[config.mk]
export PLATFORM = sky130hd
export DESIGN_NAME = portalTop
export DESIGN_NICKNAME = d
export VERILOG_FILES = /design/src/design/axiPkg.sv /design/src/design/portalPkg.sv /design/src/design/fifo1.sv /design/src/design/burstSplitter.sv /design/src/design/portalRegs.sv /design/src/design/userAdder.sv /design/src/design/portalBridge.sv /design/src/design/portalTop.sv
export SDC_FILE = /design/constraint.sdc
export NUM_CORES = 1
export LEC_CHECK = 0
export ABC_AREA = 1
export BUFFER_PORTS_ARGS = -buffer_cell sky130_fd_sc_hd__buf_2
export CORE_ASPECT_RATIO = 0.9
export CORE_UTILIZATION = 31
export DETAILED_ROUTE_END_ITERATION = 16
export PLACE_DENSITY = 0.53
export SYNTH_ARGS = -nofsm -noshare
export SYNTH_HDL_FRONTEND = slang
export SYNTH_HIERARCHICAL = 1
export SYNTH_SLANG_ARGS = --single-unit
[constraint.sdc]
create_clock -name CLK -period 3.06 [get_ports CLK]
set_input_delay 0.612 -clock CLK [delete_from_list [all_inputs] [get_ports CLK]]
set_output_delay 0.612 -clock CLK [all_outputs]
set_load 0.01 [all_outputs]
[src/design/axiPkg.sv]
package axiPkg;

  // Bus side widths
  localparam int AddrWidth = 32;
  localparam int DataWidth = 32;
  localparam int IdWidth = 6;     // Narrowed from the 12 bit bus ID
  localparam int LenWidth = 4;

  // Word address inside one portal page
  localparam int OffsetWidth = 5;

  typedef logic [AddrWidth-1:0] addrT;
  typedef logic [DataWidth-1:0] dataT;
  typedef logic [IdWidth-1:0] idT;

  // Burst length as sent on the bus, beats minus one
  typedef logic [LenWidth-1:0] lenT;

  // Beats remaining, one bit wider so that 16 fits
  typedef logic [LenWidth:0] countT;

  typedef logic [OffsetWidth-1:0] offsetT;

endpackage

[src/design/portalPkg.sv]
package portalPkg;

  // Control page registers
  localparam logic [4:0] CtrlStatus = 5'h00;
  localparam logic [4:0] CtrlIntEnable = 5'h04;
  localparam logic [4:0] CtrlOne = 5'h08;
  localparam logic [4:0] CtrlStatusAlt = 5'h0C;
  localparam logic [4:0] CtrlPortalId = 5'h10;
  localparam logic [4:0] CtrlPortalCount = 5'h14;

  // User page registers
  localparam logic [4:0] UserIndication = 5'h00;
  localparam logic [4:0] UserReady = 5'h04;

  // Identification words returned on the control page
  localparam logic [31:0] IdRequest = 32'd5;
  localparam logic [31:0] IdIndication = 32'd6;
  localparam logic [31:0] PortalCount = 32'd2;

  // Address decoding
  localparam int PageSelectBit = 12;  // Set for the indication portal
  localparam int CtrlPageLow = 5;
  localparam int CtrlPageHigh = 11;   // Bits low..high all zero on the control page

endpackage

[src/design/fifo1.sv]
`timescale 1ns/1ps

module fifo1 #(
  parameter int Width = 32
) (
  input  logic             CLK,
  input  logic             nRST,
  input  logic             enqEna,
  input  logic [Width-1:0] enqData,
  output logic             enqRdy,
  input  logic             deqEna,
  output logic             deqRdy,
  output logic [Width-1:0] first
);

  logic full;
  logic [Width-1:0] store;

  always_ff @(posedge CLK) begin
    if (!nRST) begin
      full <= 1'b0;
    end else if (enqEna && !full) begin
      full <= 1'b1;
    end else if (deqEna && full) begin
      full <= 1'b0;   // No enqueue while full, even on a dequeue
    end
  end

  always_ff @(posedge CLK) begin
    if (enqEna && !full) begin
      store <= enqData;
    end
  end

  assign enqRdy = !full;
  assign deqRdy = full;
  assign first = store;

endmodule

[src/design/burstSplitter.sv]
`timescale 1ns/1ps

module burstSplitter #(
  parameter int IdWidth = axiPkg::IdWidth
) (
  input  logic           CLK,
  input  logic           nRST,
  input  logic           reqEna,
  input  axiPkg::addrT   reqAddr,
  input  axiPkg::idT     reqId,
  input  axiPkg::lenT    reqLen,
  output logic           reqRdy,
  input  logic           beatEna,
  output logic           beatRdy,
  output axiPkg::offsetT beatOffset,
  output axiPkg::idT     beatId,
  output logic           beatLast
);

  import axiPkg::*;

  localparam int ReqWidth = OffsetWidth + LenWidth + IdWidth;
  localparam int BeatWidth = OffsetWidth + IdWidth + 1;

  logic reqFull;
  logic beatFree;
  logic beatNext;
  logic notFirst;
  logic curLast;
  offsetT reqOffset;
  offsetT offsetQ;
  offsetT curOffset;
  lenT reqLenQ;
  logic [IdWidth-1:0] reqIdQ;
  countT countQ;
  countT curCount;

  fifo1 #(.Width(ReqWidth)) reqFifo (
    .CLK(CLK),
    .nRST(nRST),
    .enqEna(reqEna),
    .enqData({reqAddr[OffsetWidth-1:0], reqLen, reqId}),
    .enqRdy(reqRdy),
    .deqEna(beatNext && curLast),  // Freed with the last beat
    .deqRdy(reqFull),
    .first({reqOffset, reqLenQ, reqIdQ})
  );

  fifo1 #(.Width(BeatWidth)) beatFifo (
    .CLK(CLK),
    .nRST(nRST),
    .enqEna(beatNext),
    .enqData({curOffset, reqIdQ, curLast}),
    .enqRdy(beatFree),
    .deqEna(beatEna),
    .deqRdy(beatRdy),
    .first({beatOffset, beatId, beatLast})
  );

  assign beatNext = reqFull && beatFree;

  // First beat comes straight from the request
  assign curOffset = notFirst ? offsetQ : reqOffset;
  assign curCount = notFirst ? countQ : countT'(reqLenQ) + countT'(1);
  assign curLast = curCount == countT'(1);

  always_ff @(posedge CLK) begin
    if (!nRST) begin
      notFirst <= 1'b0;
      countQ <= '0;
    end else if (beatNext) begin
      notFirst <= !curLast;
      countQ <= curCount - countT'(1);
    end
  end

  always_ff @(posedge CLK) begin
    if (beatNext) begin
      offsetQ <= curOffset + offsetT'(4);  // Next word
    end
  end

endmodule

[src/design/portalRegs.sv]
`timescale 1ns/1ps

module portalRegs (
  input  logic           CLK,
  input  logic           nRST,
  input  logic           arEna,
  input  axiPkg::addrT   arAddr,
  input  logic           awEna,
  input  axiPkg::addrT   awAddr,
  input  logic           arTaken,
  input  logic           awTaken,
  input  logic           ctrlWrite,
  input  axiPkg::offsetT wrOffset,
  input  axiPkg::dataT   wrData,
  input  axiPkg::offsetT rdOffset,
  input  logic           indValid,
  output logic           readCtrl,
  output logic           writeCtrl,
  output logic           writeIndSel,
  output axiPkg::dataT   ctrlData,
  output logic           interrupt
);

  import axiPkg::*;
  import portalPkg::*;

  logic readIndSel;
  logic intEnable;
  logic status;

  // Page flags follow the most recently accepted address
  always_ff @(posedge CLK) begin
    if (!nRST) begin
      readCtrl <= 1'b0;
      readIndSel <= 1'b0;
      writeCtrl <= 1'b0;
      writeIndSel <= 1'b0;
      intEnable <= 1'b0;
    end else begin
      if (arEna && arTaken) begin
        readCtrl <= arAddr[CtrlPageHigh:CtrlPageLow] == '0;
        readIndSel <= arAddr[PageSelectBit];
      end
      if (awEna && awTaken) begin
        writeCtrl <= awAddr[CtrlPageHigh:CtrlPageLow] == '0;
        writeIndSel <= awAddr[PageSelectBit];
      end
      if (ctrlWrite && wrOffset == CtrlIntEnable) begin
        intEnable <= wrData[0];
      end
    end
  end

  assign status = indValid && !readIndSel;  // Pending sum, request portal only

  always_comb begin
    case (rdOffset)
      CtrlStatus, CtrlStatusAlt: ctrlData = dataT'(status);
      CtrlIntEnable: ctrlData = dataT'(intEnable);
      CtrlOne: ctrlData = dataT'(1);
      CtrlPortalId: ctrlData = readIndSel ? IdIndication : IdRequest;
      CtrlPortalCount: ctrlData = PortalCount;
      default: ctrlData = '0;
    endcase
  end

  assign interrupt = indValid && intEnable;

endmodule

[src/design/userAdder.sv]
`timescale 1ns/1ps

module userAdder #(
  parameter int DataWidth = axiPkg::DataWidth
) (
  input  logic         CLK,
  input  logic         nRST,
  input  logic         wrEna,
  input  axiPkg::dataT wrData,
  input  logic         wrLast,
  output logic         wrRdy,
  output logic         indValid,
  output axiPkg::dataT indData,
  input  logic         indTake
);

  import axiPkg::*;

  logic accept;
  logic [DataWidth-1:0] acc;
  logic [DataWidth-1:0] sum;

  fifo1 #(.Width(DataWidth)) indFifo (
    .CLK(CLK),
    .nRST(nRST),
    .enqEna(accept && !wrLast),  // Word with wrLast low closes the sum
    .enqData(sum),
    .enqRdy(wrRdy),
    .deqEna(indTake),
    .deqRdy(indValid),
    .first(indData)
  );

  assign accept = wrEna && wrRdy;
  assign sum = acc + wrData;

  always_ff @(posedge CLK) begin
    if (!nRST) begin
      acc <= '0;
    end else if (accept) begin
      acc <= wrLast ? sum : '0;
    end
  end

endmodule

[src/design/portalBridge.sv]
`timescale 1ns/1ps

module portalBridge #(
  parameter int IdWidth = axiPkg::IdWidth
) (
  input  logic         CLK,
  input  logic         nRST,
  input  logic         arEna,
  input  axiPkg::addrT arAddr,
  input  axiPkg::idT   arId,
  input  axiPkg::lenT  arLen,
  output logic         arRdy,
  output logic         rEna,
  output axiPkg::dataT rData,
  output axiPkg::idT   rId,
  input  logic         rRdy,
  input  logic         awEna,
  input  axiPkg::addrT awAddr,
  input  axiPkg::idT   awId,
  input  axiPkg::lenT  awLen,
  output logic         awRdy,
  input  logic         wEna,
  input  axiPkg::dataT wData,
  input  logic         wLast,  // Not used, the AW length marks the last beat
  output logic         wRdy,
  output logic         bEna,
  output axiPkg::idT   bId,
  input  logic         bRdy,
  output logic         userWrEna,
  output axiPkg::dataT userWrData,
  output logic         userWrLast,
  input  logic         userWrRdy,
  input  logic         userIndValid,
  input  axiPkg::dataT userIndData,
  output logic         userIndTake,
  output logic         interrupt
);

  import axiPkg::*;
  import portalPkg::*;

  logic rdBeatRdy;
  logic rdDataRdy;
  logic readBeat;
  offsetT rdOffset;
  idT rdBeatId;
  dataT rdWord;
  dataT userWord;
  dataT ctrlData;
  logic readCtrl;
  logic wrBeatRdy;
  logic wrBeatLast;
  logic wDataValid;
  logic doneRdy;
  logic writeBeat;
  offsetT wrOffset;
  idT wrBeatId;
  dataT wWord;
  logic writeCtrl;
  logic writeIndSel;

  burstSplitter #(.IdWidth(IdWidth)) readSplit (
    .CLK(CLK),
    .nRST(nRST),
    .reqEna(arEna),
    .reqAddr(arAddr),
    .reqId(arId),
    .reqLen(arLen),
    .reqRdy(arRdy),
    .beatEna(readBeat),
    .beatRdy(rdBeatRdy),
    .beatOffset(rdOffset),
    .beatId(rdBeatId),
    .beatLast()
  );

  burstSplitter #(.IdWidth(IdWidth)) writeSplit (
    .CLK(CLK),
    .nRST(nRST),
    .reqEna(awEna),
    .reqAddr(awAddr),
    .reqId(awId),
    .reqLen(awLen),
    .reqRdy(awRdy),
    .beatEna(writeBeat),
    .beatRdy(wrBeatRdy),
    .beatOffset(wrOffset),
    .beatId(wrBeatId),
    .beatLast(wrBeatLast)
  );

  fifo1 #(.Width(DataWidth + IdWidth)) readData (
    .CLK(CLK),
    .nRST(nRST),
    .enqEna(readBeat),
    .enqData({rdWord, rdBeatId}),
    .enqRdy(rdDataRdy),
    .deqEna(rRdy),
    .deqRdy(rEna),
    .first({rData, rId})
  );

  fifo1 #(.Width(DataWidth)) writeData (
    .CLK(CLK),
    .nRST(nRST),
    .enqEna(wEna),
    .enqData(wData),
    .enqRdy(wRdy),
    .deqEna(writeBeat),
    .deqRdy(wDataValid),
    .first(wWord)
  );

  fifo1 #(.Width(IdWidth)) writeDone (
    .CLK(CLK),
    .nRST(nRST),
    .enqEna(writeBeat && wrBeatLast),
    .enqData(wrBeatId),
    .enqRdy(doneRdy),
    .deqEna(bRdy),
    .deqRdy(bEna),
    .first(bId)
  );

  portalRegs regs (
    .CLK(CLK),
    .nRST(nRST),
    .arEna(arEna),
    .arAddr(arAddr),
    .awEna(awEna),
    .awAddr(awAddr),
    .arTaken(arRdy),
    .awTaken(awRdy),
    .ctrlWrite(writeBeat && writeCtrl),
    .wrOffset(wrOffset),
    .wrData(wWord),
    .rdOffset(rdOffset),
    .indValid(userIndValid),
    .readCtrl(readCtrl),
    .writeCtrl(writeCtrl),
    .writeIndSel(writeIndSel),
    .ctrlData(ctrlData),
    .interrupt(interrupt)
  );

  // Read beat moves once the data FIFO has room
  assign readBeat = rdBeatRdy && rdDataRdy;

  always_comb begin
    case (rdOffset)
      UserIndication: userWord = userIndData;
      UserReady: userWord = dataT'(userWrRdy);
      default: userWord = '0;
    endcase
  end

  assign rdWord = readCtrl ? ctrlData : userWord;
  assign userIndTake = readBeat && !readCtrl && rdOffset == UserIndication;

  // Write beat needs data, a free response slot on the last beat,
  // and a ready user block for request portal user writes
  assign writeBeat = wDataValid && wrBeatRdy
                     && (!wrBeatLast || doneRdy)
                     && (writeCtrl || writeIndSel || userWrRdy);

  assign userWrEna = writeBeat && !writeCtrl && !writeIndSel;
  assign userWrData = wWord;
  assign userWrLast = wrOffset != '0;

endmodule

[src/design/portalTop.sv]
`timescale 1ns/1ps

module portalTop #(
  parameter int IdWidth = axiPkg::IdWidth
) (
  input  logic         CLK,
  input  logic         nRST,
  input  logic         arEna,
  input  axiPkg::addrT arAddr,
  input  axiPkg::idT   arId,
  input  axiPkg::lenT  arLen,
  output logic         arRdy,
  output logic         rEna,
  output axiPkg::dataT rData,
  output axiPkg::idT   rId,
  input  logic         rRdy,
  input  logic         awEna,
  input  axiPkg::addrT awAddr,
  input  axiPkg::idT   awId,
  input  axiPkg::lenT  awLen,
  output logic         awRdy,
  input  logic         wEna,
  input  axiPkg::dataT wData,
  input  logic         wLast,
  output logic         wRdy,
  output logic         bEna,
  output axiPkg::idT   bId,
  input  logic         bRdy,
  output logic         interrupt
);

  import axiPkg::*;

  logic userWrEna;
  dataT userWrData;
  logic userWrLast;
  logic userWrRdy;
  logic userIndValid;
  dataT userIndData;
  logic userIndTake;

  portalBridge #(.IdWidth(IdWidth)) bridge (
    .CLK(CLK), .nRST(nRST),
    .arEna(arEna), .arAddr(arAddr), .arId(arId), .arLen(arLen), .arRdy(arRdy),
    .rEna(rEna), .rData(rData), .rId(rId), .rRdy(rRdy),
    .awEna(awEna), .awAddr(awAddr), .awId(awId), .awLen(awLen), .awRdy(awRdy),
    .wEna(wEna), .wData(wData), .wLast(wLast), .wRdy(wRdy),
    .bEna(bEna), .bId(bId), .bRdy(bRdy),
    .userWrEna(userWrEna), .userWrData(userWrData), .userWrLast(userWrLast),
    .userWrRdy(userWrRdy),
    .userIndValid(userIndValid), .userIndData(userIndData), .userIndTake(userIndTake),
    .interrupt(interrupt)
  );

  userAdder #(.DataWidth(DataWidth)) user (
    .CLK(CLK), .nRST(nRST),
    .wrEna(userWrEna), .wrData(userWrData), .wrLast(userWrLast), .wrRdy(userWrRdy),
    .indValid(userIndValid), .indData(userIndData), .indTake(userIndTake)
  );

endmodule

==> impl_results.html, run 1 <==
<table>
<tr><th>Metric</th><th>Value</th></tr>
<tr><th colspan="2">Clock tree</th></tr>
<tr><td>CTS root buffer</td><td>sky130_fd_sc_hd__clkbuf_16</td></tr>
<tr><td>CTS tree</td><td>built</td></tr>
<tr><td>Clock-pin slew of the registers on the worst-case setup and hold paths</td><td>60 ps</td></tr>
<tr><td>Number of clock buffers inserted by TritonCTS</td><td>27</td></tr>
<tr><td>CTS hold repair buffers</td><td>0</td></tr>
<tr><td>Post-CTS Repair Setup Buffers</td><td>0</td></tr>
<tr><td>Maximum level of the CTS H-tree</td><td>1</td></tr>
<tr><td>Max Root-Sink Buffers</td><td>3</td></tr>
<tr><td>Worst skew pair latency</td><td>~550 ps</td></tr>
<tr><td>Post-cts resize count</td><td>0</td></tr>
<tr><td>Clock Sinks</td><td>between 200 and 250</td></tr>
<tr><th colspan="2">Timing</th></tr>
<tr><td># setup viols final</td><td>0</td></tr>
<tr><td>Slew at the pin with the worst max-slew slack</td><td>roughly 630 ps</td></tr>
<tr><td>Unrepaired setup endpoints after global routing</td><td>false</td></tr>
<tr><td>Setup Skew</td><td>around 16 ps</td></tr>
<tr><td>Tmin final</td><td>around 2300 ps</td></tr>
<tr><td>Fmax</td><td>0.439 GHz</td></tr>
<tr><td>Portion of the clock cycle consumed by the worst path in the final layout</td><td>0.744</td></tr>
<tr><td>Number of pins with negative max-slew slack in the final report</td><td>0</td></tr>
<tr><td>Worst max-slew margin expressed relative to the limit</td><td>0.579</td></tr>
<tr><td>Hold violation count in the final report</td><td>0</td></tr>
<tr><td>Setup tns final</td><td>0 ps</td></tr>
<tr><th colspan="2">Critical path</th></tr>
<tr><td>Data arrival at the endpoint of the critical path</td><td>between 2000 and 3000 ps</td></tr>
<tr><td>Crit. End Element</td><td>flip-flop</td></tr>
<tr><td>Required time worst endpoint</td><td>~3400 ps</td></tr>
<tr><td>Biggest fanout along the worst timing path</td><td>3</td></tr>
<tr><td>Sort of element at the start of the critical path</td><td>flip-flop</td></tr>
<tr><td>Setup Crit Path Kind</td><td>reg -&gt; reg</td></tr>
<tr><th colspan="2">Floorplan</th></tr>
<tr><td>DIE AREA</td><td>0.0380 mm²</td></tr>
<tr><td>Starting Density</td><td>0.317</td></tr>
<tr><td>Top Ports</td><td>approximately 170</td></tr>
<tr><td>Row count</td><td>66</td></tr>
<tr><td>Horizontal extent of the die</td><td>just over 200 µm</td></tr>
<tr><td>Area of the core</td><td>0.0364 mm²</td></tr>
<tr><td>Y dimension of the die</td><td>about 180 µm</td></tr>
<tr><th colspan="2">GRT</th></tr>
<tr><td>Residual overflow from global routing</td><td>0</td></tr>
<tr><td>Initial antenna violation count</td><td>1</td></tr>
<tr><td>Wire length of the first global-routing pass</td><td>41,000 µm</td></tr>
<tr><td>Largest net degree at the start of global routing</td><td>35</td></tr>
<tr><td>Vias in the first global route</td><td>7,942</td></tr>
<tr><td>Total global-route track usage</td><td>0.138</td></tr>
<tr><th colspan="2">Synthesis</th></tr>
<tr><td>Yosys warnings</td><td>6</td></tr>
<tr><td>Count of mapped cells out of synthesis</td><td>around 1,300</td></tr>
<tr><td>Synthesized area divided by synthesized cell count</td><td>8.89 µm²</td></tr>
<tr><td>Mapped cell area</td><td>around 0.012 mm²</td></tr>
<tr><th colspan="2">Placed design</th></tr>
<tr><td>Port Buffers</td><td>134</td></tr>
<tr><td>Final weighted congestion of routability-driven global placement</td><td>approximately 0.90</td></tr>
<tr><td>HPWL after DPL</td><td>~20,000 µm</td></tr>
<tr><th colspan="2">Drt</th></tr>
<tr><td>Drt wl/cell</td><td>roughly 13 µm</td></tr>
<tr><td>Overall routed net length</td><td>26,000 µm</td></tr>
<tr><td>Number of DRC violations after detailed-routing iteration 0</td><td>about 440</td></tr>
<tr><td>Post-detailed-route count of antenna-violating nets</td><td>0</td></tr>
<tr><td>Vias after detailed routing</td><td>8,306</td></tr>
<tr><td>Avg Vias per Cell</td><td>roughly 4.3</td></tr>
<tr><td>Final routed DRC violation total</td><td>0</td></tr>
<tr><td>Pre-antenna DRT Iters</td><td>5</td></tr>
<tr><th colspan="2">Worst hold path</th></tr>
<tr><td>Worst min-delay path class</td><td>in -&gt; reg</td></tr>
<tr><th colspan="2">Finish</th></tr>
<tr><td>Post-layout net count</td><td>roughly 1,600</td></tr>
<tr><td>Most frequent cells in the layout</td><td>sky130_fd_sc_hd__nand2_1 (425), sky130_fd_sc_hd__inv_1 (183), sky130_fd_sc_hd__edfxtp_1 (171), sky130_fd_sc_hd__buf_2 (134), sky130_fd_sc_hd__nor2_1 (72)</td></tr>
<tr><td>Area overhead of the layout relative to synthesis</td><td>17.0%</td></tr>
<tr><td>Number of diodes</td><td>0</td></tr>
<tr><td>Leading cell type in the layout, fill and taps excluded</td><td>sky130_fd_sc_hd__nand2_1</td></tr>
<tr><td>Fraction of final layout cells sized beyond drive strength 1</td><td>0.197</td></tr>
<tr><td>Final design utilization</td><td>0.370</td></tr>
<tr><th colspan="2">Flow run</th></tr>
<tr><td>Max Cap Viol</td><td>0</td></tr>
<tr><th colspan="2">Power and ir drop</th></tr>
<tr><td>P_leak</td><td>6.20 nW</td></tr>
<tr><td>Ratio of total power to cell area</td><td>around 560 mW/mm²</td></tr>
<tr><td>Overall power consumption</td><td>approximately 0.0076 W</td></tr>
<tr><td>Peak supply drop</td><td>0.000371 V</td></tr>
<tr><th colspan="2">Run status</th></tr>
<tr><td>Status</td><td>finished, final reports clean</td></tr>
</table>
-- report_power, final --
part	internal, W	total [W]	switching, W
clock	0.00191	0.00320	0.00129
combinational	0.000264	0.000791	0.000527
sequential	0.00354	0.00363	0.0000848
total	0.00572	0.00762	0.00190
-- stage by stage --
stage	instances	area (µm²)	hold slack [ps]	worst slack, ps
after floorplan	1324	11600	400	779
after global placement	1892	12600	401	832
after detailed placement	1892	12600	405	794
after CTS	1942	13500	199	769
after global routing	1942	13500	207	636
final	1942	13500	231	784
-- layer usage --
metal	GRT usage	vias to the layer above	wire, µm
li1	-	4363	-
met1	0.195	3738	13000
met2	0.216	168	11100
met3	0.0297	37	1540
met4	0.0290	0	473
met5	0	-	0
-- flip-flops by register name (all words and copies together) (netlist names), 5 cells and up --
signal	count
bridge/readData/first	38
bridge/writeData/first	32
user/acc	32
user/indFifo/first	32
bridge/readSplit/reqFifo/first	15
bridge/writeSplit/reqFifo/first	15
bridge/writeSplit/beatFifo/first	12
bridge/readSplit/beatFifo/first	11
bridge/writeDone/first	6
bridge/readSplit/countQ	5
bridge/readSplit/offsetQ	5
bridge/writeSplit/countQ	5
bridge/writeSplit/offsetQ	5
-- path summary, 6_finish.rpt --
check                                                start                                   to  slack (ps)  cells past startpoint
max reg2reg            bridge/writeData/first[0]$_DFFE_PP_     user/indFifo/first[20]$_DFFE_PP_         780                      9
min                                               wData[3]  bridge/writeData/first[3]$_DFFE_PP_         230                      1
min reg2reg  bridge/writeSplit/beatFifo/first[6]$_DFFE_PP_  bridge/writeDone/first[5]$_DFFE_PP_         410                      0
max                    bridge/writeData/first[0]$_DFFE_PP_     user/indFifo/first[20]$_DFFE_PP_         780                      9
-- critical path, cell delays in order, from the launching register on --
cell,delay (ps)
sky130_fd_sc_hd__edfxtp_1,400
sky130_fd_sc_hd__ha_1,280
sky130_fd_sc_hd__fa_1,440
sky130_fd_sc_hd__nand3_1,100
sky130_fd_sc_hd__nand3_1,130
sky130_fd_sc_hd__nand3_1,110
sky130_fd_sc_hd__nand3_1,150
sky130_fd_sc_hd__nand3_1,140
sky130_fd_sc_hd__nand3_1,90
sky130_fd_sc_hd__and2_1,170
-- layout make-up --
cell class / count / area, µm²
Clock buffer: 32 / 714
Clock inverter: 18 / 169
Fill cell: 3727 / 22900
Inverter: 213 / 800
Multi-Input combinational cell: 833 / 4190
Sequential cell: 228 / 6280
Tap cell: 476 / 596
Timing Repair Buffer: 142 / 743
Note: power is estimated with default switching activity, not from simulation.
==> run 2: changes to the inputs <==
PLACE_DENSITY = 0.54   (was 0.53)
clock period = 2 ns   (was 3.06 ns; I/O delays follow)
==> impl_results.html, run 2 (synthesis results as in run 1) <==
<table>
<tr><th>Metric</th><th>Value</th></tr>
<tr><th colspan="2">Power and ir drop</th></tr>
<tr><td>Net Switching</td><td>0.00301 W (+59%)</td></tr>
<tr><td>Portion of total power attributed to sequential cells</td><td>0.453 (-0.023)</td></tr>
<tr><td>Design internal power</td><td>0.00928 W (+62%)</td></tr>
<tr><td>Portion of total power attributed to the clock network</td><td>0.427 (+0.007)</td></tr>
<tr><td>Peak supply drop</td><td>0.000510 V (+37%)</td></tr>
<tr><td>P_leak</td><td>6.67 nW (+7.5%)</td></tr>
<tr><td>Relative contribution of combinational cells to total power</td><td>0.121 (+0.017)</td></tr>
<tr><td>Net Sw Frac</td><td>0.245 (-0.00442)</td></tr>
<tr><td>Ratio of total power to cell area</td><td>826 mW/mm² (+46%)</td></tr>
<tr><th colspan="2">Clock tree</th></tr>
<tr><td>Number of clock buffers inserted by TritonCTS</td><td>27 (unchanged)</td></tr>
<tr><td>Clock Sinks</td><td>228 (unchanged)</td></tr>
<tr><td>CTS tree</td><td>built</td></tr>
<tr><td>Max Root-Sink Buffers</td><td>3 (unchanged)</td></tr>
<tr><td>Clock-pin slew of the registers on the worst-case setup and hold paths</td><td>60 ps (about the same)</td></tr>
<tr><td>Maximum level of the CTS H-tree</td><td>1 (unchanged)</td></tr>
<tr><td>Worst skew pair latency</td><td>550 ps (about the same)</td></tr>
<tr><td>CTS root buffer</td><td>sky130_fd_sc_hd__clkbuf_16</td></tr>
<tr><th colspan="2">Drt</th></tr>
<tr><td>Vias after detailed routing</td><td>8,667 (+4.3%)</td></tr>
<tr><td>Drt wl/cell</td><td>13.7 µm (+2.0%)</td></tr>
<tr><td>Post-detailed-route count of antenna-violating nets</td><td>0 (unchanged)</td></tr>
<tr><td>Overall routed net length</td><td>27,500 µm (+5.7%)</td></tr>
<tr><td>Avg Vias per Cell</td><td>4.31 (+0.72%)</td></tr>
<tr><td>Pre-antenna DRT Iters</td><td>5 (unchanged)</td></tr>
<tr><td>Final routed DRC violation total</td><td>0 (unchanged)</td></tr>
<tr><td>Number of DRC violations after detailed-routing iteration 0</td><td>410 (-7.7%)</td></tr>
<tr><th colspan="2">Floorplan</th></tr>
<tr><td>Top Ports</td><td>174 (unchanged)</td></tr>
<tr><td>Horizontal extent of the die</td><td>205 µm (unchanged)</td></tr>
<tr><td>DIE AREA</td><td>0.0380 mm² (unchanged)</td></tr>
<tr><td>Area of the core</td><td>0.0364 mm² (unchanged)</td></tr>
<tr><td>Y dimension of the die</td><td>185 µm (unchanged)</td></tr>
<tr><td>Starting Density</td><td>0.317 (unchanged)</td></tr>
<tr><td>Row count</td><td>66 (unchanged)</td></tr>
<tr><th colspan="2">Finish</th></tr>
<tr><td>Area overhead of the layout relative to synthesis</td><td>29.1%</td></tr>
<tr><td>Most frequent cells in the layout</td><td>sky130_fd_sc_hd__nand2_1 (380), sky130_fd_sc_hd__inv_1 (179), sky130_fd_sc_hd__edfxtp_1 (171), sky130_fd_sc_hd__buf_2 (134), sky130_fd_sc_hd__buf_4 (71)</td></tr>
<tr><td>Largest register FFs</td><td>38 (unchanged)</td></tr>
<tr><td>Leading cell type in the layout, fill and taps excluded</td><td>sky130_fd_sc_hd__nand2_1</td></tr>
<tr><td>Filler cell count in the final layout</td><td>3,552 (-4.7%)</td></tr>
<tr><td>Area of the multi-input gates</td><td>0.00495 mm² (+18%)</td></tr>
<tr><td>Fraction of final layout cells sized beyond drive strength 1</td><td>0.326 (+0.129)</td></tr>
<tr><td>Layout Cell Area excl Fill</td><td>0.0149 mm² (+10%)</td></tr>
<tr><td>Sequential cell area</td><td>0.00628 mm² (about the same)</td></tr>
<tr><td>Number of diodes</td><td>0 (unchanged)</td></tr>
<tr><td>Post-layout net count</td><td>1,679 (+4.4%)</td></tr>
<tr><td>Final cell count without fillers</td><td>2,012 (+3.6%)</td></tr>
<tr><th colspan="2">Flow run</th></tr>
<tr><td>Max Cap Viol</td><td>0 (unchanged)</td></tr>
<tr><th colspan="2">Worst hold path</th></tr>
<tr><td>Worst hold path endpoint</td><td>bridge/readSplit/reqFifo/first[2]$_DFFE_PP_</td></tr>
<tr><td>Worst hold start</td><td>arId[2]</td></tr>
<tr><td>Depth of the worst hold-timing path</td><td>1 (unchanged)</td></tr>
<tr><td>Worst min-delay path class</td><td>in -&gt; reg</td></tr>
<tr><th colspan="2">GRT</th></tr>
<tr><td>Initial antenna violation count</td><td>0 (-1)</td></tr>
<tr><td>Residual overflow from global routing</td><td>0 (unchanged)</td></tr>
<tr><td>Total global-route track usage</td><td>0.143 (+0.00487)</td></tr>
<tr><td>Wire length of the first global-routing pass</td><td>42,900 µm (+4.5%)</td></tr>
<tr><td>Largest net degree at the start of global routing</td><td>34 (-2.9%)</td></tr>
<tr><td>Vias in the first global route</td><td>8,299 (+4.5%)</td></tr>
<tr><th colspan="2">Critical path</th></tr>
<tr><td>Biggest fanout along the worst timing path</td><td>3 (unchanged)</td></tr>
<tr><td>Reg-to-reg slack, setup</td><td>-1 ps (-780 ps)</td></tr>
<tr><td>Sort of element at the start of the critical path</td><td>flip-flop</td></tr>
<tr><td>Data arrival at the endpoint of the critical path</td><td>2480 ps (-90 ps)</td></tr>
<tr><td>Required time worst endpoint</td><td>2480 ps (-870 ps)</td></tr>
<tr><td>Crit. End Element</td><td>flip-flop</td></tr>
<tr><td>Setup Crit Path Kind</td><td>reg -&gt; reg</td></tr>
<tr><td>Number of buffers and inverters on the critical path</td><td>0 (unchanged)</td></tr>
<tr><td>Reg2Reg Depth</td><td>11 (+2)</td></tr>
<tr><td>CP cell instances</td><td>ha_4, fa_2, nand3_2, nand3_2, nand3_2, nand3_4, nand3_4, nand2_1, nand2_2, nand3_2, a21oi_2</td></tr>
<tr><td>Maximum single-stage delay on the critical path</td><td>440 ps (about the same)</td></tr>
<tr><td>Critical Path Slowest Stage Cell</td><td>sky130_fd_sc_hd__edfxtp_1</td></tr>
<tr><td>End of the worst register-to-register path</td><td>user/acc[20]$_SDFFE_PN0P_</td></tr>
<tr><td>Reg2Reg Launch Point</td><td>bridge/writeData/first[0]$_DFFE_PP_</td></tr>
<tr><td>Cell type with the highest occurrence count on the critical path</td><td>sky130_fd_sc_hd__nand3_2</td></tr>
<tr><td>Family of cells with the greatest summed delay on the critical path</td><td>simple AND/OR/NAND/NOR gates</td></tr>
<tr><th colspan="2">Timing</th></tr>
<tr><td>Number of pins with negative max-slew slack in the final report</td><td>0 (unchanged)</td></tr>
<tr><td>Slew at the pin with the worst max-slew slack</td><td>597 ps (-33.3 ps)</td></tr>
<tr><td>Setup Skew</td><td>15.2 ps (-0.767 ps)</td></tr>
<tr><td>Tmin final</td><td>2000 ps (-275 ps)</td></tr>
<tr><td>Fmax</td><td>0.500 GHz (+14%)</td></tr>
<tr><td>Worst-case setup margin in the final layout</td><td>-1.10 ps (-785 ps)</td></tr>
<tr><td># setup viols final</td><td>1 (+1)</td></tr>
<tr><td>Hold violation count in the final report</td><td>0 (unchanged)</td></tr>
<tr><td>Unrepaired setup endpoints after global routing</td><td>true</td></tr>
<tr><td>Portion of the clock cycle consumed by the worst path in the final layout</td><td>1.00 (+0.257)</td></tr>
<tr><td>Worst max-slew margin expressed relative to the limit</td><td>0.602 (+0.0222)</td></tr>
<tr><th colspan="2">Run status</th></tr>
<tr><td>Status</td><td>complete, but fails checks</td></tr>
<tr><td>Violations in the final reports</td><td>negative setup slack</td></tr>
<tr><th colspan="2">Placed design</th></tr>
<tr><td>Dpl cells</td><td>1,951 (+3.1%)</td></tr>
<tr><td>Port Buffers</td><td>134 (unchanged)</td></tr>
<tr><td>HPWL after DPL</td><td>19,700 µm (+0.92%)</td></tr>
<tr><td>Final weighted congestion of routability-driven global placement</td><td>0.892 (-1.3%)</td></tr>
<tr><td>Total placed instance area</td><td>0.0131 mm² (+3.9%)</td></tr>
</table>
==> run 2: cell count changes in the layout (fill, tap and decap cells not counted), moves of 14 or more <==
cell	change
sky130_fd_sc_hd__nand3_1	-14
sky130_fd_sc_hd__nand2_2	+39
sky130_fd_sc_hd__nor2_1	-19
sky130_fd_sc_hd__nor2_2	+16
sky130_fd_sc_hd__buf_4	+64
sky130_fd_sc_hd__a21oi_2	+14
sky130_fd_sc_hd__ha_1	-27
sky130_fd_sc_hd__nand2_1	-45
sky130_fd_sc_hd__ha_4	+25
sky130_fd_sc_hd__a21oi_1	-14
==> run 2: power by group through the flow <==
stage | Sequential, W | Combinational (W) | Clock (W)
final | 0.00556 | 0.00148 | 0.00525
after global placement | 0.00564 | 0.00132 | 0
after CTS | 0.00556 | 0.00139 | 0.00539
after floorplan | 0.00563 | 0.000842 | 0
after detailed placement | 0.00564 | 0.00134 | 0
after global routing | 0.00559 | 0.00166 | 0.00557
==> run 2: per-layer routing <==
layer  GRT usage  part of all wire  vias to the layer above
li1            -                 -                     4496
met1       0.207              0.50                     3998
met2       0.221              0.43                      139
met3      0.0245             0.045                       34
met4      0.0335             0.020                        0
met5           0                 0                        -
==> run 2: layout make-up <==
class	instances	share of cell area
clock buffer	35	0.0501
clock inverter	15	0.0139
inverter	213	0.0540
multi-input combinational	833	0.332
sequential	228	0.422
tap	476	0.0400
timing repair buffer	212	0.0876
==> run 2: through the flow <==
step	worst slack, ps	hold WS (ps)	power [W]	TNS [ps]	utilization
after CTS	-8.96	0.349	0.0123	-8.96	0.393
after detailed placement	-122	405	0.00698	-1210	0.359
after floorplan	-3.68	400	0.00648	-118	-
after global routing	-89.9	2.83	0.0128	-919	0.409
after global placement	-115	401	0.00696	-1060	0.359
final	-1.10	30.7	0.0123	-1.10	0.409
==> run 2: worst max-delay path by stage <==
stage                                    startpoint                               end  depth (start not counted)
6_report        bridge/writeData/first[0]$_DFFE_PP_         user/acc[20]$_SDFFE_PN0P_                         11
5_1_grt         bridge/writeData/first[0]$_DFFE_PP_  user/indFifo/first[28]$_DFFE_PP_                          9
4_1_cts        bridge/writeData/first[21]$_DFFE_PP_  user/indFifo/first[31]$_DFFE_PP_                         10
3_5_place_dp    bridge/writeData/first[0]$_DFFE_PP_  user/indFifo/first[20]$_DFFE_PP_                          9
3_3_place_gp    bridge/writeData/first[0]$_DFFE_PP_  user/indFifo/first[20]$_DFFE_PP_                          9
2_1_floorplan  bridge/writeDone/deqRdy$_SDFFE_PN0P_   user/indFifo/first[0]$_DFFE_PP_                          9
==> run 2: repair_timing <==
item,CTS,global route
hold buffers,4,0
setup endpoints to repair,21,67
resized for setup,33,121
setup buffers,1,6
pin swaps,1,26
hold endpoints to repair,4,0
